--- src/mipsAluPkg.sv ---
`default_nettype none

package mipsAluPkg;

    localparam int dataW = 32;

    // ########################################
    // primary opcodes
    localparam logic [5:0] opcodeR     = 6'h00;
    localparam logic [5:0] opcodeAddiu = 6'h09;
    localparam logic [5:0] opcodeSlti  = 6'h0a;
    localparam logic [5:0] opcodeSltiu = 6'h0b;
    localparam logic [5:0] opcodeAndi  = 6'h0c;
    localparam logic [5:0] opcodeOri   = 6'h0d;
    localparam logic [5:0] opcodeXori  = 6'h0e;

    // ########################################
    // function codes, R-type only
    localparam logic [5:0] functSll   = 6'h00;
    localparam logic [5:0] functSrl   = 6'h02;
    localparam logic [5:0] functSra   = 6'h03;
    localparam logic [5:0] functSllv  = 6'h04;
    localparam logic [5:0] functSrlv  = 6'h06;
    localparam logic [5:0] functSrav  = 6'h07;
    localparam logic [5:0] functMfhi  = 6'h10;
    localparam logic [5:0] functMflo  = 6'h12;
    localparam logic [5:0] functMult  = 6'h18;
    localparam logic [5:0] functMultu = 6'h19;
    localparam logic [5:0] functDiv   = 6'h1a;
    localparam logic [5:0] functDivu  = 6'h1b;
    localparam logic [5:0] functAddu  = 6'h21;
    localparam logic [5:0] functSubu  = 6'h23;
    localparam logic [5:0] functAnd   = 6'h24;
    localparam logic [5:0] functOr    = 6'h25;
    localparam logic [5:0] functXor   = 6'h26;
    localparam logic [5:0] functSlt   = 6'h2a;
    localparam logic [5:0] functSltu  = 6'h2b;

    typedef struct packed {
        logic [5:0] opcode;
        logic [4:0] rs;
        logic [4:0] rt;
        logic [4:0] rd;
        logic [4:0] shamt;
        logic [5:0] funct;
    } rTypeT;

    typedef struct packed {
        logic [5:0]  opcode;
        logic [4:0]  rs;
        logic [4:0]  rt;
        logic [15:0] imm;
    } iTypeT;

    typedef union packed {
        rTypeT r;
        iTypeT i;
    } instrT;

    // I-type ops reuse the R-type names, operandB carries the immediate
    typedef enum logic [4:0] {
        opNone, opAddu, opSubu, opAnd, opOr, opXor, opSlt, opSltu,
        opSll, opSrl, opSra, opSllv, opSrlv, opSrav,
        opMult, opMultu, opDiv, opDivu, opMfhi, opMflo
    } aluOpT;

    typedef struct packed {
        aluOpT            op;
        logic [dataW-1:0] operandB;
        logic [4:0]       shamt;
        logic             illegal;
    } decodedT;

    typedef struct packed {
        logic             valid;
        logic             illegal;
        logic [dataW-1:0] data;
    } execResultT;

    typedef struct packed {
        logic [dataW-1:0] hi;
        logic [dataW-1:0] lo;
    } hiLoT;

endpackage

`default_nettype wire

--- src/instrDecoder.sv ---
`default_nettype none
`timescale 1ns/1ns

module instrDecoder (
    input  mipsAluPkg::instrT                instr,
    input  logic [mipsAluPkg::dataW-1:0]     rtData,
    output mipsAluPkg::decodedT              decoded
);

    logic [mipsAluPkg::dataW-1:0] immSext;
    logic [mipsAluPkg::dataW-1:0] immZext;

    assign immSext = {{(mipsAluPkg::dataW-16){instr.i.imm[15]}}, instr.i.imm};
    assign immZext = {{(mipsAluPkg::dataW-16){1'b0}}, instr.i.imm};

    always_comb begin
        decoded.op       = mipsAluPkg::opNone;
        decoded.operandB = rtData;
        decoded.shamt    = instr.r.shamt;
        decoded.illegal  = 1'b0;

        case (instr.r.opcode)
            mipsAluPkg::opcodeR: begin
                case (instr.r.funct)
                    mipsAluPkg::functAddu:  decoded.op = mipsAluPkg::opAddu;
                    mipsAluPkg::functSubu:  decoded.op = mipsAluPkg::opSubu;
                    mipsAluPkg::functAnd:   decoded.op = mipsAluPkg::opAnd;
                    mipsAluPkg::functOr:    decoded.op = mipsAluPkg::opOr;
                    mipsAluPkg::functXor:   decoded.op = mipsAluPkg::opXor;
                    mipsAluPkg::functSlt:   decoded.op = mipsAluPkg::opSlt;
                    mipsAluPkg::functSltu:  decoded.op = mipsAluPkg::opSltu;
                    mipsAluPkg::functSll:   decoded.op = mipsAluPkg::opSll;
                    mipsAluPkg::functSrl:   decoded.op = mipsAluPkg::opSrl;
                    mipsAluPkg::functSra:   decoded.op = mipsAluPkg::opSra;
                    mipsAluPkg::functSllv:  decoded.op = mipsAluPkg::opSllv;
                    mipsAluPkg::functSrlv:  decoded.op = mipsAluPkg::opSrlv;
                    mipsAluPkg::functSrav:  decoded.op = mipsAluPkg::opSrav;
                    mipsAluPkg::functMult:  decoded.op = mipsAluPkg::opMult;
                    mipsAluPkg::functMultu: decoded.op = mipsAluPkg::opMultu;
                    mipsAluPkg::functDiv:   decoded.op = mipsAluPkg::opDiv;
                    mipsAluPkg::functDivu:  decoded.op = mipsAluPkg::opDivu;
                    mipsAluPkg::functMfhi:  decoded.op = mipsAluPkg::opMfhi;
                    mipsAluPkg::functMflo:  decoded.op = mipsAluPkg::opMflo;
                    default:                decoded.illegal = 1'b1;
                endcase
            end
            mipsAluPkg::opcodeAddiu: begin
                decoded.op       = mipsAluPkg::opAddu; // no overflow trap
                decoded.operandB = immSext;
            end
            mipsAluPkg::opcodeSlti: begin
                decoded.op       = mipsAluPkg::opSlt;
                decoded.operandB = immSext;
            end
            mipsAluPkg::opcodeSltiu: begin
                decoded.op       = mipsAluPkg::opSltu; // sign-extended, then unsigned compare
                decoded.operandB = immSext;
            end
            mipsAluPkg::opcodeAndi: begin
                decoded.op       = mipsAluPkg::opAnd;
                decoded.operandB = immZext;
            end
            mipsAluPkg::opcodeOri: begin
                decoded.op       = mipsAluPkg::opOr;
                decoded.operandB = immZext;
            end
            mipsAluPkg::opcodeXori: begin
                decoded.op       = mipsAluPkg::opXor;
                decoded.operandB = immZext;
            end
            default: begin
                decoded.illegal = 1'b1;
            end
        endcase
    end

endmodule

`default_nettype wire

--- config.mk ---
export PLATFORM = sky130hd
export DESIGN_NAME = instrDecoder
export DESIGN_NICKNAME = d
export VERILOG_FILES = /design/src/mipsAluPkg.sv /design/src/instrDecoder.sv
export SDC_FILE = /design/constraint.sdc
export NUM_CORES = 1
export LEC_CHECK = 0
export ABC_AREA = 1
export BUFFER_PORTS_ARGS = -buffer_cell sky130_fd_sc_hd__buf_2
export CORE_ASPECT_RATIO = 1.5
export CORE_UTILIZATION = 30
export DETAILED_ROUTE_END_ITERATION = 10
export GPL_TIMING_DRIVEN = 0
export PLACE_DENSITY_LB_ADDON = 0.2
export SYNTH_ARGS = -nofsm -noshare
export SYNTH_HDL_FRONTEND = slang
export SYNTH_SLANG_ARGS = --single-unit
--- constraint.sdc ---
create_clock -name vclk -period 1.3
set_input_delay 0.195 -clock vclk [all_inputs]
set_output_delay 0.195 -clock vclk [all_outputs]
set_load 0.05 [all_outputs]
==> results of run 1 <==
-- final timing paths --
check,start,to,cells past startpoint
min,rtData[15],decoded[21],4
max,instr[30],decoded[29],11
-- timing repair --
item                       in CTS  in global routing
setup buffers                  11                  2
cloned                          0                  1
resized for setup             129                 38
setup endpoints to repair      38                 38
pin swaps                      13                  4
-- power breakdown --
group	total [µW]	internal, µW	switching [µW]
logic	1160	437	719
registers	0	0	0
clock network	0	0	0
total	1160	437	719
-- worst max-delay path, cell delays in order --
cell	delay, ns
buf_6	0.09
or2_4	0.27
nor2_4	0.13
o21ai_2	0.09
nand2_2	0.10
inv_2	0.06
buf_12	0.15
buf_12	0.16
nand2_2	0.10
nand2_4	0.06
buf_6	0.15
-- per-layer routing --
layer	track usage	up-vias	share of wire
li1	-	801	-
met3	0.0192	79	0.088
met1	0.287	879	0.28
met2	0.688	179	0.52
met5	0	-	0
met4	0.0303	0	0.11
-- per-stage QoR --
step                worst slack, ns  total power (µW)  cells
finish                       -0.441              1160    333
global route                 -0.463              1180    333
CTS                          -0.322              1020    330
detailed placement           -0.456               822    319
global placement             -0.458               814    319
floorplan                    -0.139               621    187
-- placed cells by master (no fill, tap or decap), drive strengths merged --
cell type  count
nor2          25
or3            1
nand4          1
nand3b         2
clkbuf         3
or2            1
a21oi          2
nand3         17
inv           12
nand2        105
buf          119
o21ai          9
-- logic make-up (layout without fill, tap and decap cells) --
group / after synthesis / after routing / share of synthesized area
AOI/OAI and AO/OA: 11 / 11 / 0.0678
and+or+nand+nor: 152 / 152 / 0.766
buffers and inverters: 24 / 134 / 0.166
-- layout make-up --
cell class / count / area, µm²
Buffer: 12 / 156
Inverter: 12 / 55.1
Multi-Input combinational cell: 163 / 1200
Tap cell: 36 / 45.0
Fill cell: 72 / 126
Timing Repair Buffer: 110 / 923
==> summary.md, run 1 <==
| Metric | Value |
|---|---|
| Status | `finished with violations` |
| Failing checks | `negative setup slack` |
| Crit-path max FO | `11` |
| Die area | `slightly below 3000 µm²` |
| Max Cap Viol | `0` |
| RePlAce Congestion | `between 0.8 and 0.9` |
| Hold Crit Class | `in2out` |
| Initial antenna violation count | `0` |
| Unique masters post-synth | `19` |
| Die X-Extent | `44.5 µm` |
| Remaining Overflow, GRT | `0` |
| Setup TNS | `-13.31 ns` |
| Tcrit/Tclk final | `1.34` |
| Largest net degree at the start of global routing | `11` |
| Cells after Synth | `around 190` |
| DRT Wirelength | `between 6 and 7 mm` |
| Final setup viols | `38` |
| Utilization after layout | `0.950` |
| Sequential share of the synthesized area | `0` |
| Post-CTS Hold Buffers | `0` |
| Fmax | `~0.57 GHz` |
| Final Critical Period | `~1.7 ns` |
| Area Growth Syn to Fin | `193%` |
| Leakage Power | `around 0.0012 µW` |
| Synth Warn # | `0` |
| Register area | `0 µm²` |
| Top post-synthesis cells by count | `nand2_1 (104), nor2_1 (23), nand3_1 (17)` |
| Unrepaired setup endpoints after global routing | `true` |
| Vias in the first global route | `roughly 1600` |
| Diode count | `0` |
| Worst setup SP type | `primary input` |
| Mapped cell area | `a little over 800 µm²` |
| Pre-antenna DRT Iters | `5` |
| Initial Utilization | `0.324` |
| Worst EP arrival | `about 1.6 ns` |
| Pwr/cell area | `between 400 and 500 nW/µm²` |
| Nets | `between 300 and 400` |
| Most common cell in the netlist | `nand2_1` |
| WL/cell | `~21 µm` |
| Final worst slack | `-0.441 ns` |
| Hpwl dp | `approximately 2.7 mm` |
| Vias per Instance | `just under 6` |
| Die Span Y | `roughly 66 µm` |
| CP Class | `in2out` |
| Area leader, netlist | `nand2_1` |
| Placeable Area | `2500 µm²` |
| Slew margin rel. | `0.822` |
| Boundary pin count | `~110` |
| Share of layout cells above drive strength 1 | `0.751` |
| Final Hold Vio Count | `0` |
| Clkbuf count | `0` |
| Routed Antenna Nets | `0` |
| CP Capture Type | `output pin` |
| Vias | `1938` |
| Mean Syn Cell Area | `around 4.3 µm²` |
| Residual DRC | `0` |
| Placement Cell Area | `1710 µm²` |
| Worst Path Required | `around 1.1 ns` |
| VDD IR max | `around 0.00037 V` |
| Worst-Margin Slew | `approximately 0.27 ns` |
| Hold Worst Slack | `between 0.7 and 0.8 ns` |
| Final Cell Area | `2380 µm²` |
| Yosys top cell area share | `0.481` |
| Seq_cells | `0` |
| Global-route wire length before repair | `6.89 mm` |
| Syn nets | `between 200 and 300` |
| Max Transition Viols Final | `0` |
| Main area contributors after synthesis | `nand2_1 (48%), nor2_1 (11%), nand3_1 (10%), inv_1 (5.1%), o21ai_0 (4.9%)` |
| Port Buffer Count | `96` |
| GRT Total Usage | `0.309` |
| FP Rows | `22` |
| Initial DRC Count | `146` |
No activity file was read; power rests on OpenSTA's default activity.
==> inputs of run 2 (changes only) <==
--- a/config.mk
+++ b/config.mk
@@ -10,8 +10,8 @@
 export CORE_ASPECT_RATIO = 1.5
 export CORE_UTILIZATION = 30
 export DETAILED_ROUTE_END_ITERATION = 10
-export GPL_TIMING_DRIVEN = 0
 export PLACE_DENSITY_LB_ADDON = 0.2
+export RECOVER_POWER = 50
 export SYNTH_ARGS = -nofsm -noshare
 export SYNTH_HDL_FRONTEND = slang
 export SYNTH_SLANG_ARGS = --single-unit
==> summary.md, run 2 <==
| Metric | Value |
|---|---|
| Status | `stopped before the end` |
| Stop stage | `global routing (5_1_grt)` |
| Error | `[ERROR DPL-0038] Utilization greater than 100%, impossible to legalize` |
| Largest net degree at the start of global routing | `17` |
| Yosys top cell area share | `0.481 (unchanged)` |
| GRT worst endpoint | `decoded[10]` |
| Synth Warn # | `0 (unchanged)` |
| Die Span Y | `65.7 µm (unchanged)` |
| Placed cell count | `329 (+3.1%)` |
| Cells after Synth | `187 (unchanged)` |
| Top post-synthesis cells by count | `nand2_1 (104), nor2_1 (23), nand3_1 (17)` |
| Syn nets | `251 (unchanged)` |
| Unique masters post-synth | `19 (unchanged)` |
| FP Rows | `22 (unchanged)` |
| Sequential share of the synthesized area | `0 (unchanged)` |
| Area leader, netlist | `nand2_1` |
| Mean Syn Cell Area | `4.34 µm² (unchanged)` |
| Port Buffer Count | `97 (+1.0%)` |
| Hpwl dp | `2.78 mm (+1.0%)` |
| Worst End Pin Type | `top-level output` |
| Boundary pin count | `107 (unchanged)` |
| Die X-Extent | `44.5 µm (unchanged)` |
| Main area contributors after synthesis | `nand2_1 (48%), nor2_1 (11%), nand3_1 (10%), inv_1 (5.1%), o21ai_0 (4.9%)` |
| Most common cell in the netlist | `nand2_1` |
| RePlAce Congestion | `0.799 (-0.22%)` |
| Initial Utilization | `0.324 (unchanged)` |
| Mapped cell area | `812 µm² (unchanged)` |
## run 2: cell counts after synthesis
No cell type changed its count.
## run 2: metrics by stage
step / setup slack (ns) / hold WS [ns] / setup TNS, ns / util / instance area, µm²
4_1_cts: -0.241 / 0.699 / -7.96 / 0.933 / 2340
3_5_place_dp: -0.372 / 0.693 / -12.23 / 0.711 / 1780
3_3_place_gp: -0.348 / 0.692 / -11.36 / 0.711 / 1780
2_1_floorplan: -0.139 / 0.548 / -3.82 / - / 1180
## run 2: logic make-up after synthesis
group	count (synthesis)	synth area share
simple gates	152	0.766
compound gates	11	0.0678
buf+inv	24	0.166
## run 2: repair_timing
action / CTS
gates resized for setup: 163
endpoints found under the setup margin: 38
pin swaps: 20
hold buffers: 0
cloned: 1
setup buffers: 2
==> inputs of run 3 (changes only) <==
--- a/config.mk
+++ b/config.mk
@@ -7,10 +7,10 @@
 export LEC_CHECK = 0
 export ABC_AREA = 1
 export BUFFER_PORTS_ARGS = -buffer_cell sky130_fd_sc_hd__buf_2
-export CORE_ASPECT_RATIO = 1.5
-export CORE_UTILIZATION = 30
+export CORE_AREA = 2 2 63 65
 export DETAILED_ROUTE_END_ITERATION = 10
-export PLACE_DENSITY_LB_ADDON = 0.2
+export DIE_AREA = 0 0 65 67
+export PLACE_DENSITY_LB_ADDON = 0.15
 export RECOVER_POWER = 50
 export SYNTH_ARGS = -nofsm -noshare
 export SYNTH_HDL_FRONTEND = slang
==> constraint.sdc (replaced) <==
create_clock -name vclk -period 1.69
set_input_delay 0.2535 -clock vclk [all_inputs]
set_output_delay 0.2535 -clock vclk [all_outputs]
set_load 0.05 [all_outputs]
==> summary.md, run 3 (synthesis gave the netlist of run 1 again) <==
| Metric | Value |
|---|---|
| Initial Utilization | `0.225 (-0.0990)` |
| Fill cell count | `approximately 400` |
| Die Span Y | `67 µm (+1.9%)` |
| GRT Total Usage | `0.132` |
| Area Growth Syn to Fin | `107%` |
| Seq_cells | `0` |
| Vias | `around 1400` |
| Worst Path Required | `between 1 and 1.5 ns` |
| Worst path cell trace | `buf_2, or2_4, nor2_2, inv_1, a21oi_2, clkbuf_2` |
| DRT Wirelength | `roughly 3.4 mm` |
| Pre-CTS WS | `-0.0569 ns (+0.315 ns)` |
| Global-route wire length before repair | `~4.8 mm` |
| Top delay family on crit path | `buffers and inverters` |
| CP Capture Type | `output pin` |
| Final Hold Vio Count | `0` |
| Fmax | `roughly 0.61 GHz` |
| Worst-Margin Slew | `between 0.6 and 0.7 ns` |
| Boundary pin count | `107 (unchanged)` |
| Nets | `about 350` |
| Worst EP arrival | `1.38 ns` |
| Residual DRC | `0` |
| Crit-path max FO | `5` |
| Diode count | `0` |
| Vias in the first global route | `1165` |
| Register area | `0 µm²` |
| Post-CTS Repair Setup Buffers | `0 (-2)` |
| Final Cell Area | `between 1500 and 2000 µm²` |
| Pwr/cell area | `approximately 390 nW/µm²` |
| Top sig layer | `met3` |
| Pre-antenna DRT Iters | `4` |
| Hpwl dp | `2.70 mm (-2.9%)` |
| Initial DRC Count | `38` |
| Slowest-stage cell, CP | `clkbuf_2` |
| Worst path buffer plus inverter count | `3` |
| Routed Antenna Nets | `0` |
| Status | `completed` |
| Setup TNS | `0 ns` |
| Routed wl met2 | `about 1.7 mm` |
| Max Transition Viols Final | `0` |
| Most frequent cells in the layout | `nand2_1 (100), buf_2 (56), buf_6 (33), nor2_1 (19), nand3_1 (17)` |
| WL met1 | `roughly 1.4 mm` |
| WL/cell | `just over 10 µm` |
| Placed cell count | `336 (+2.1%)` |
| Final setup viols | `0` |
| Placeable Area | `3610 µm²` |
| Hold Worst Slack | `between 0.8 and 0.9 ns` |
| Die X-Extent | `65 µm (+46%)` |
| Vias per Instance | `between 4 and 5` |
| Remaining Overflow, GRT | `0` |
| Max Cap Viol | `0` |
| Slew margin rel. | `0.591` |
| RePlAce Congestion | `0.821 (+2.8%)` |
| Final worst slack | `0.0557 ns` |
| Post-CTS Hold Buffers | `0 (unchanged)` |
| Initial antenna violation count | `0` |
| Multi-input logic area | `743 µm²` |
| Final Critical Period | `about 1.6 ns` |
| Leakage Power | `0.00104 µW` |
| Hold Crit Class | `in2out` |
| Final cell count without fillers | `between 300 and 400` |
| FP Rows | `22 (unchanged)` |
| VDD IR max | `0.0000917 V` |
| Share of layout cells above drive strength 1 | `0.451` |
| Unrepaired setup endpoints after global routing | `true` |
| Commonest non-fill, non-tap cell in the layout | `nand2_1` |
| Met3 WL | `323 µm` |
| Largest net degree at the start of global routing | `20` |
| CP max stage delay | `approximately 0.29 ns` |
| Placement Cell Area | `1420 µm² (-20%)` |
| Port Buffer Count | `97 (unchanged)` |
| Worst setup SP type | `primary input` |
| Die area | `4360 µm²` |
| Clkbuf count | `0` |
| CP Class | `in2out` |
| Tcrit/Tclk final | `0.967` |
## run 3: cell type report
| type | instances | share of cell area |
|---|---|---|
| Tap cell | 48 | 0.0358 |
| Inverter | 12 | 0.0268 |
| Multi-Input combinational cell | 163 | 0.443 |
| Timing Repair Buffer | 113 | 0.495 |
## run 3: final timing paths
kind | end | from | slack, ns | depth (start not counted)
worst min-delay path | decoded[33] | rtData[27] | 0.84 | 4
worst max-delay path | decoded[42] | instr[31] | 0.06 | 6
## run 3: per-layer routing
layer	track usage	vias up
met1	0.161	595
met2	0.259	65
met4	0	0
met3	0.0152	0
met5	0	-
li1	-	774
## run 3: what timing repair did
item	CTS	global route
setup endpoints to repair	31	35
pin swaps	0	0
resized for setup	29	66
## run 3: power by group
part | total [µW] | switching [µW] | internal [µW]
Clock | 0 | 0 | 0
Combinational | 650 | 418 | 232
Sequential | 0 | 0 | 0
## run 3: stage by stage
stage | total power (µW) | utilization
2_1_floorplan | 386 | -
3_3_place_gp | 544 | 0.393
3_5_place_dp | 544 | 0.393
4_1_cts | 580 | 0.414
5_1_grt | 685 | 0.466
6_report | 650 | 0.466
## run 3: worst min-delay path: stages
cell	delay, ns
buf_2	0.07
nand2_1	0.04
nand2_1	0.06
buf_6	0.15
