==> config.mk <==
export PLATFORM = sky130hd
export DESIGN_NAME = intAlu
export DESIGN_NICKNAME = d
export VERILOG_FILES = /design/src/mipsAluPkg.sv /design/src/intAlu.sv
export SDC_FILE = /design/constraint.sdc
export NUM_CORES = 1
export LEC_CHECK = 0
export ABC_CLOCK_PERIOD_IN_PS = 4900
export BUFFER_PORTS_ARGS = -buffer_cell sky130_fd_sc_hd__buf_2
export CORE_ASPECT_RATIO = 0.7
export CORE_MARGIN = 4
export CORE_UTILIZATION = 40
export DETAILED_ROUTE_END_ITERATION = 7
export GPL_TIMING_DRIVEN = 0
export SLEW_MARGIN = 20
export SYNTH_ARGS = -nofsm -noshare
export SYNTH_HDL_FRONTEND = slang
export SYNTH_SLANG_ARGS = --single-unit
==> constraint.sdc <==
create_clock -name vclk -period 4.9
set_input_delay 0.49 -clock vclk [all_inputs]
set_output_delay 0.49 -clock vclk [all_outputs]
set_load 0.02 [all_outputs]
==> src/mipsAluPkg.sv <==
`default_nettype none

package mipsAluPkg;

    localparam int dataW = 32;

    // ########################################
    // primary opcodes
    localparam logic [5:0] opcodeR     = 6'h00;
    localparam logic [5:0] opcodeAddiu = 6'h09;
    localparam logic [5:0] opcodeSlti  = 6'h0a;
    localparam logic [5:0] opcodeSltiu = 6'h0b;
    localparam logic [5:0] opcodeAndi  = 6'h0c;
    localparam logic [5:0] opcodeOri   = 6'h0d;
    localparam logic [5:0] opcodeXori  = 6'h0e;

    // ########################################
    // function codes, R-type only
    localparam logic [5:0] functSll   = 6'h00;
    localparam logic [5:0] functSrl   = 6'h02;
    localparam logic [5:0] functSra   = 6'h03;
    localparam logic [5:0] functSllv  = 6'h04;
    localparam logic [5:0] functSrlv  = 6'h06;
    localparam logic [5:0] functSrav  = 6'h07;
    localparam logic [5:0] functMfhi  = 6'h10;
    localparam logic [5:0] functMflo  = 6'h12;
    localparam logic [5:0] functMult  = 6'h18;
    localparam logic [5:0] functMultu = 6'h19;
    localparam logic [5:0] functDiv   = 6'h1a;
    localparam logic [5:0] functDivu  = 6'h1b;
    localparam logic [5:0] functAddu  = 6'h21;
    localparam logic [5:0] functSubu  = 6'h23;
    localparam logic [5:0] functAnd   = 6'h24;
    localparam logic [5:0] functOr    = 6'h25;
    localparam logic [5:0] functXor   = 6'h26;
    localparam logic [5:0] functSlt   = 6'h2a;
    localparam logic [5:0] functSltu  = 6'h2b;

    typedef struct packed {
        logic [5:0] opcode;
        logic [4:0] rs;
        logic [4:0] rt;
        logic [4:0] rd;
        logic [4:0] shamt;
        logic [5:0] funct;
    } rTypeT;

    typedef struct packed {
        logic [5:0]  opcode;
        logic [4:0]  rs;
        logic [4:0]  rt;
        logic [15:0] imm;
    } iTypeT;

    typedef union packed {
        rTypeT r;
        iTypeT i;
    } instrT;

    // I-type ops reuse the R-type names, operandB carries the immediate
    typedef enum logic [4:0] {
        opNone, opAddu, opSubu, opAnd, opOr, opXor, opSlt, opSltu,
        opSll, opSrl, opSra, opSllv, opSrlv, opSrav,
        opMult, opMultu, opDiv, opDivu, opMfhi, opMflo
    } aluOpT;

    typedef struct packed {
        aluOpT            op;
        logic [dataW-1:0] operandB;
        logic [4:0]       shamt;
        logic             illegal;
    } decodedT;

    typedef struct packed {
        logic             valid;
        logic             illegal;
        logic [dataW-1:0] data;
    } execResultT;

    typedef struct packed {
        logic [dataW-1:0] hi;
        logic [dataW-1:0] lo;
    } hiLoT;

endpackage

`default_nettype wire

==> src/intAlu.sv <==
`default_nettype none
`timescale 1ns/1ns

module intAlu (
    input  mipsAluPkg::decodedT              decoded,
    input  logic [mipsAluPkg::dataW-1:0]     rsData,
    output logic [mipsAluPkg::dataW-1:0]     aluData
);

    logic [mipsAluPkg::dataW-1:0] opB;
    logic [4:0]                   varAmt;
    logic                         ltSigned;
    logic                         ltUnsigned;

    assign opB    = decoded.operandB;
    assign varAmt = rsData[4:0]; // only the low 5 bits of rs count

    assign ltSigned   = $signed(rsData) < $signed(opB);
    assign ltUnsigned = rsData < opB;

    // ########################################
    // single-word results
    always_comb begin
        aluData = '0;
        case (decoded.op)
            mipsAluPkg::opAddu: aluData = rsData + opB;
            mipsAluPkg::opSubu: aluData = rsData - opB;
            mipsAluPkg::opAnd:  aluData = rsData & opB;
            mipsAluPkg::opOr:   aluData = rsData | opB;
            mipsAluPkg::opXor:  aluData = rsData ^ opB;

            mipsAluPkg::opSlt: begin
                aluData = {{(mipsAluPkg::dataW-1){1'b0}}, ltSigned};
            end
            mipsAluPkg::opSltu: begin
                aluData = {{(mipsAluPkg::dataW-1){1'b0}}, ltUnsigned};
            end

            // shifts act on rt, held in operandB
            mipsAluPkg::opSll:  aluData = opB << decoded.shamt;
            mipsAluPkg::opSrl:  aluData = opB >> decoded.shamt;
            mipsAluPkg::opSra:  aluData = $signed(opB) >>> decoded.shamt;
            mipsAluPkg::opSllv: aluData = opB << varAmt;
            mipsAluPkg::opSrlv: aluData = opB >> varAmt;
            mipsAluPkg::opSrav: aluData = $signed(opB) >>> varAmt;

            default: aluData = '0; // mul/div, mfhi/mflo and illegal
        endcase
    end

endmodule

`default_nettype wire

==> results of run 1 <==
==> layout make-up <==
| type | count | area share (%) |
|---|---|---|
| Buffer | 111 | 4.65 |
| Inverter | 97 | 3.25 |
| Multi-Input combinational cell | 1283 | 83.7 |
| Tap cell | 325 | 3.63 |
| Timing Repair Buffer | 105 | 4.73 |
==> power by group through the flow <==
| stage | Clock (mW) | Combinational (mW) | Sequential, mW |
|---|---|---|---|
| after floorplan | 0 | 0.878 | 0 |
| after global placement | 0 | 1.39 | 0 |
| after detailed placement | 0 | 1.38 | 0 |
| after CTS | 0 | 1.39 | 0 |
| after global routing | 0 | 1.54 | 0 |
| final | 0 | 1.49 | 0 |
==> how the worst max path moves through the flow <==
stage | end | start | slack (ns)
CTS | aluData[11] | decoded[41] | 0.04
finish | aluData[5] | decoded[39] | -0.17
global placement | aluData[30] | decoded[21] | -0.91
floorplan | aluData[29] | decoded[20] | 0.97
detailed placement | aluData[30] | decoded[21] | -0.63
global route | aluData[30] | decoded[15] | -0.13
==> repair_timing <==
action,4_1_cts,5_1_grt
setup endpoints to repair,13,19
resized for setup,8,25
pin swaps,0,1
setup buffers,0,2
==> metal layers <==
metal	track usage (%)	up-vias	routed length (µm)
li1	-	5787	-
met1	64.2	6560	26800
met2	56.6	1334	23500
met3	17.2	164	11300
met4	14.4	4	2850
met5	0	-	34
==> per-stage QoR <==
step | setup TNS (ns) | instances | util, % | hold WS, ns | power [mW]
after floorplan | 0 | 1495 | - | 1.32 | 0.878
after global placement | -5.04 | 1923 | 44.7 | 1.70 | 1.39
after detailed placement | -2.63 | 1923 | 44.7 | 1.71 | 1.38
after CTS | 0 | 1920 | 44.8 | 1.71 | 1.39
after global routing | -0.175 | 1921 | 45.1 | 1.76 | 1.54
final | -0.638 | 1921 | 45.1 | 1.71 | 1.49
==> cell families after synthesis <==
group           Yosys count  share of synthesized area (%)
compound gates          503                           32.7
xor+xnor                 12                           1.03
fa+ha+maj                98                           12.2
buf+inv                 212                           8.79
mux                     231                           25.8
simple gates            439                           19.5
==> cell usage in the layout, fill, tap and decap left out, drive strengths merged, types with 13 or more instances in the layout <==
cell type / n
mux4: 20
clkbuf: 69
a21o: 24
nor3: 31
inv: 96
a21oi: 118
o21bai: 16
o22ai: 22
a31oi: 18
nand2: 152
a211oi: 33
o31ai: 13
mux2i: 189
a22oi: 14
a221oi: 20
nor2b: 14
o211ai: 22
o21ai: 111
ha: 96
mux2: 22
o221ai: 19
nor2: 131
nand3: 36
buf: 147
==> flow_metrics.tcl, run 1 <==
set metrics [dict create \
    finalSetupViolCount 8 \
    dieHeight_um 142 \
    slew_viol_final 0 \
    min_to "aluData[25]" \
    synth_nets 1668 \
    grt_pass1_wl_mm 89.9 \
    path_class "input port to primary output" \
    p_sw_mw 1.02 \
    io_buffers 103 \
    yosysMostFrequentCell "mux2i_1" \
    routedWlPerCell_um 33.6 \
    fin_crit_ns 5.07 \
    yosysUniqueCellTypes 76 \
    nets 1771 \
    ir_drop_mv 0.0724 \
    yosysTopAreaCell "mux2i_1" \
    placementRows 48 \
    fin_ws_ns -0.167 \
    synth_area_leaders "mux2i_1 (18%), ha_1 (12%), a21oi_1 (5.7%), nand2_1 (5.6%), o21ai_0 (5.0%)" \
    critical_path_buf_inv_count 4 \
    hp-start "rsData[24]" \
    intPower_mw 0.471 \
    seq_cells 0 \
    min_period_over_period_pct 103 \
    synth.avg_cell_area_um2 6.82 \
    start_kind "input port" \
    syn_area_um2 10200 \
    grt-ovfl-total 0 \
    cp_cell_sequence "buf_2 > buf_2 > nor2_2 > nand3_1 > buf_4 > mux2i_4 > mux2i_1 > o21ai_0 > mux2i_1 > o21ai_0 > a211oi_1 > nand3_1 > buf_2" \
    pwr-share-clk_pct 0 \
    worstMarginPinSlew_ns 1.02 \
    dr.pass1.iters 6 \
    seq_power_share_pct 0 \
    p_leak_nw 5.17 \
    finalHoldViolations 0 \
    slew_headroom_pct 29.9 \
    max_freq_mhz 197 \
    vias_per_cell 7.21 \
    drc 0 \
    n_antenna_cell 0 \
    rsz0062_at_grt "true" \
    synthTopCellsByCount "mux2i_1 (186), nand2_1 (152), nor2_1 (130)" \
    place_ws_ns -0.629 \
    dp_hpwl_mm 52.4 \
    cts_hold_buf 0 \
    start_util_pct 41.0 \
    syn_to_final_growth_pct 9.99 \
    first_iter_violations 2464 \
    die_area_um2 28100 \
    ff_latch_area_um2 0 \
    end_kind "primary output" \
    crit_top_cell "buf_2" \
    switching_share_pct 68.3 \
    grt_max_degree 12 \
    core_area_um2 24900 \
    required_ns 4.41 \
    ant_nets 0 \
    netlist_instances 1495 \
    finalInstanceArea_um2 11200 \
    num-fill-cells 2705 \
    die_w_um 199 \
    yosys_warnings 0 \
    hold_depth 6 \
    wirelength_mm 64.6 \
    hold_class "input port to primary output" \
    finalWeightedCongestion 1.11 \
    crit_family "compound AO/OA/AOI/OAI gates" \
    multi_input_area_um2 9390 \
    vias 13800 \
    violations "negative setup slack" \
    pin_count 107 \
    powerDensity_nw_per_um2 133 \
    worstSetupPathDepth 13 \
    crit_arrival_ns 4.58 \
    track_usage_pct 43.5 \
    combinationalPowerShare_pct 100.0 \
    grt_antenna_before_repair 2 \
    cp_slowest_cell "o21ai_0" \
    drive_gt1_share_pct 14.2 \
    cp_max_fo 10 \
    timing.max_cap.violations 0 \
    grt_pass1_vias 12300 \
    slowest_delay_ns 0.78 \
    synth_top_cell_area_share_pct 18.3 \
    nClkBuffers 0 \
    status "finished with violations" \
    dpl-instance-area_um2 11100 \
    yosysSeqAreaShare_pct 0 \
]
No activity file was read; power rests on OpenSTA's default activity.
==> inputs of run 2 (changes only) <==
--- a/config.mk
+++ b/config.mk
@@ -12,6 +12,7 @@
 export CORE_UTILIZATION = 40
 export DETAILED_ROUTE_END_ITERATION = 7
 export GPL_TIMING_DRIVEN = 0
+export SETUP_SLACK_MARGIN = 0.3
 export SLEW_MARGIN = 20
 export SYNTH_ARGS = -nofsm -noshare
 export SYNTH_HDL_FRONTEND = slang
==> flow_metrics.tcl, run 2 (synthesis results as in run 1) <==
set metrics [dict create \
    crit_end "aluData[30]" \
    layout_common_cells "mux2i_1 (173), nand2_1 (152), nor2_1 (127)" \
    core_area_um2 24900 \
    grt_antenna_before_repair 2 \
    stdcell_count 1934 \
    required_ns 4.41 \
    finalInstanceArea_um2 11600 \
    min_period_over_period_pct 97.1 \
    path_class "input port to primary output" \
    hold_class "input port to primary output" \
    start_util_pct 41.0 \
    utilization_pct 46.5 \
    finalSetupViolCount 0 \
    fin_crit_ns 4.76 \
    final_common_cell "mux2i_1" \
    n_antenna_cell 0 \
    grt_max_degree 11 \
    num-fill-cells 2684 \
    wirelength_mm 64.9 \
    drc 0 \
    nClkBuffers 0 \
    max_freq_mhz 210 \
    grt_pass1_vias 12300 \
    fin_setup_tns_ns 0 \
    vias_per_cell 7.19 \
    die_area_um2 28100 \
    p_leak_nw 5.31 \
    pin_count 107 \
    ir_drop_mv 0.0696 \
    crit_path_start "decoded[41]" \
    end_kind "primary output" \
    rsz0062_at_grt "true" \
    timing.max_cap.violations 0 \
    finalHoldViolations 0 \
    grt-ovfl-total 0 \
    dpl-instance-area_um2 11100 \
    powerDensity_nw_per_um2 133 \
    cp_cell_sequence "buf_2 > nor3b_2 > nand2_1 > a21oi_2 > and2_1 > clkbuf_1 > nand2_1 > nor2_2 > a21oi_1 > o21ai_0 > a211oi_1 > o221ai_1 > buf_2" \
    die_w_um 199 \
    ant_nets 0 \
    placementRows 48 \
    cp_max_fo 9 \
    vias 13900 \
    finalWeightedCongestion 1.11 \
    dieHeight_um 142 \
    start_kind "input port" \
    syn_to_final_growth_pct 13.5 \
    drive_gt1_share_pct 17.3 \
    dp.cells 1923 \
    slew_viol_final 0 \
    nets 1784 \
    cp_slowest_cell "clkbuf_1" \
    cts_hold_buf 0 \
    track_usage_pct 43.6 \
    dp_hpwl_mm 52.4 \
    first_iter_violations 2395 \
    worstMarginPinSlew_ns 1.05 \
    whs_ns 1.71 \
    slowest_delay_ns 0.54 \
    crit_arrival_ns 4.27 \
    seq_cells 0 \
    slew_headroom_pct 29.3 \
    grt_pass1_wl_mm 90.2 \
    status "complete, no violations" \
    io_buffers 103 \
    routedWlPerCell_um 33.5 \
    dr.pass1.iters 6 \
    ff_latch_area_um2 0 \
]
[run 2: changes by cell type in the layout (fill, tap and decap cells not counted), moves of 6 or more]
cell,previous run,this run
clkbuf_4,0,6
clkbuf_1,65,55
buf_4,16,23
mux2i_1,179,173
clkbuf_2,4,17
[run 2: worst max-delay path, delay by kind of cell]
family / cells / cell delay (ns)
AO/OA/AOI/OAI: 5 / 1.04
AND/OR/NAND/NOR: 5 / 1.78
buffers and inverters: 3 / 0.95
[run 2: worst min-delay path by stage]
stage                from          end  slack [ns]  cells after the start
3_5_place_dp   rsData[31]   aluData[0]        1.71                      6
6_report       rsData[24]  aluData[25]        1.71                      6
4_1_cts        rsData[31]   aluData[0]        1.71                      6
2_1_floorplan  decoded[6]  aluData[16]        1.32                      3
3_3_place_gp   rsData[24]  aluData[25]        1.70                      6
5_1_grt        rsData[31]   aluData[0]        1.75                      6
[run 2: metal layers]
metal | routed length, µm | global-route usage (%) | vias to the layer above
met3 | 11300 | 18.1 | 176
met1 | 27000 | 63.8 | 6557
met5 | 95 | 0 | -
met2 | 23600 | 57.4 | 1330
li1 | - | - | 5836
met4 | 2870 | 12.9 | 6
[run 2: power by group]
part / switching, mW / total (mW) / internal, mW
registers: 0 / 0 / 0
logic: 1.04 / 1.54 / 0.497
clock network: 0 / 0 / 0
[run 2: cell type report]
cell class	instances	area [µm²]	area share [%]
plain buffers	115	568	4.91
repair buffers	114	633	5.47
inverters	97	368	3.18
multi-input cells	1283	9590	82.9
well taps	325	407	3.52
[run 2: repair_timing]
item	4_1_cts	5_1_grt
pin swaps	0	4
setup endpoints to repair	23	29
buffers inserted	2	9
cloned	0	0
gates resized for setup	36	77
[run 2: stage by stage]
stage | power [mW] | setup slack [ns]
3_5_place_dp | 1.38 | -0.629
4_1_cts | 1.41 | 0.0845
2_1_floorplan | 0.878 | 0.975
5_1_grt | 1.59 | 0.170
6_report | 1.54 | 0.143
3_3_place_gp | 1.39 | -0.910
==> inputs of run 3 (changes only) <==
--- a/config.mk
+++ b/config.mk
@@ -5,10 +5,12 @@
 export SDC_FILE = /design/constraint.sdc
 export NUM_CORES = 1
 export LEC_CHECK = 0
+export ABC_AREA = 1
 export ABC_CLOCK_PERIOD_IN_PS = 4900
 export BUFFER_PORTS_ARGS = -buffer_cell sky130_fd_sc_hd__buf_2
+export CAP_MARGIN = 30
 export CORE_ASPECT_RATIO = 0.7
-export CORE_MARGIN = 4
+export CORE_MARGIN = 8
 export CORE_UTILIZATION = 40
 export DETAILED_ROUTE_END_ITERATION = 7
 export GPL_TIMING_DRIVEN = 0
==> flow_metrics.tcl, run 3 <==
set metrics [dict create \
    slew_viol_final 0 \
    placementRows 52 \
    drc 15 \
    io_buffers 106 \
    synth_xor_area_share_pct 0.225 \
    rsz0062_at_grt "true" \
    synthTopCellsByCount "nand2_1 (757), nand3_1 (592), inv_1 (239)" \
    timing.max_cap.violations 0 \
    status "finished with violations" \
    ff_latch_area_um2 0 \
    track_usage_pct 42.7 \
    die_area_um2 35000 \
    finalHoldViolations 0 \
    yosysTopAreaCell "nand3_1" \
    slowest_delay_ns 0.38 \
    syn_to_final_growth_pct 8.77 \
    grt_max_degree 11 \
    crit_end "aluData[0]" \
    cp_slowest_cell "ha_1" \
    whs_ns 1.56 \
    yosysMostFrequentCell "nand2_1" \
    synth.avg_cell_area_um2 4.86 \
    wirelength_mm 79.4 \
    cts_hold_buf 0 \
    dr.pass1.iters 8 \
    seq_cells 0 \
    multi_input_area_um2 10200 \
    worstSetupPathDepth 15 \
    min_period_over_period_pct 95.8 \
    synth_compound_area_share_pct 14.9 \
    post_cts_buffers 0 \
    num-fill-cells 3406 \
    cp_max_fo 10 \
    drive_gt1_share_pct 8.56 \
    required_ns 4.41 \
    layout_common_cells "nand2_1 (757), nand3_1 (592), inv_1 (239)" \
    end_kind "primary output" \
    crit_arrival_ns 4.21 \
    pin_count 107 \
    vias 18900 \
    critical_path_buf_inv_count 4 \
    synth_top_cell_area_share_pct 25.4 \
    crit_top_cell "nand2_1" \
    yosys-mux-area-fraction_pct 0 \
    hold_depth 5 \
    stdcell_count 2891 \
    synth_area_leaders "nand3_1 (25%), nand2_1 (24%), ha_1 (10%), inv_1 (7.7%), nor2_1 (6.0%)" \
    violations "design-rule violations" \
    finalWeightedCongestion 1.21 \
    max_freq_mhz 213 \
    synth_top_family_by_area "simple AND/OR/NAND/NOR gates" \
    fin_setup_tns_ns 0 \
    grt_pass1_vias 16000 \
    dieHeight_um 159 \
    slew_headroom_pct 39.8 \
    synth_fa_ha_area_share_pct 10.6 \
    synth_nets 2576 \
    cp_cell_sequence "buf_2 > inv_1 > ha_1 > clkbuf_1 > o21ai_0 > a21oi_1 > nand2_1 > nand2_1 > nand2_1 > nand2_1 > nand2_1 > nand2_1 > nand4_1 > nand3_1 > buf_2" \
    grt_pass1_wl_mm 111 \
    worstMarginPinSlew_ns 0.904 \
    cts_resized 0 \
    nClkBuffers 0 \
    yosysSeqAreaShare_pct 0 \
    start_util_pct 40.5 \
    routedWlPerCell_um 27.5 \
    crit_path_start "decoded[13]" \
    final_common_cell "nand2_1" \
    core_area_um2 28800 \
    start_kind "input port" \
    finalSetupViolCount 0 \
    dp_hpwl_mm 65.8 \
    grt_antenna_before_repair 3 \
    path_class "input port to primary output" \
    netlist_instances 2403 \
    synthSimpleGateAreaFrac_pct 61.3 \
    vias_per_cell 6.55 \
    die_w_um 220 \
    yosysUniqueCellTypes 43 \
    syn_area_um2 11700 \
    crit_family "simple AND/OR/NAND/NOR gates" \
    ant_nets 0 \
    hold_class "input port to primary output" \
    dp.cells 2888 \
    nets 2686 \
    first_iter_violations 4002 \
    grt-ovfl-total 0 \
    fin_crit_ns 4.70 \
    yosys_warnings 0 \
]
## run 3: how the worst min path moves through the flow
| stage | startpoint | to |
|---|---|---|
| 2_1_floorplan | decoded[38] | aluData[0] |
| 3_3_place_gp | decoded[38] | aluData[0] |
| 3_5_place_dp | decoded[38] | aluData[0] |
| 4_1_cts | decoded[38] | aluData[0] |
| 5_1_grt | decoded[38] | aluData[0] |
| 6_report | decoded[38] | aluData[0] |
## run 3: per-layer routing
metal	vias up	track usage (%)	wire [µm]
met5	-	0	25
met4	4	12.2	3430
met3	285	22.3	15900
met2	1789	52.2	27100
met1	8610	61.7	32900
li1	8253	-	-
## run 3: stage by stage
stage	util, %	setup slack, ns	cell area (µm²)
6_report	44.0	0.204	12700
3_3_place_gp	44.0	0.509	12700
4_1_cts	44.0	0.462	12700
5_1_grt	44.0	0.203	12700
3_5_place_dp	44.0	0.473	12700
2_1_floorplan	-	2.00	11700
## run 3: layout make-up
cell class         count  share of cell area [%]
well taps            378                    3.73
diodes                 2                  0.0394
multi-input cells   2042                    80.1
inverters            252                    7.45
plain buffers        109                    4.37
repair buffers       108                    4.30
## run 3: logic make-up after synthesis
| kind of cell | Yosys count |
|---|---|
| AO/OA/AOI/OAI | 303 |
| AND/OR/NAND/NOR | 1638 |
| buffers and inverters | 361 |
| XOR/XNOR | 3 |
| adder cells (fa/ha/maj) | 98 |
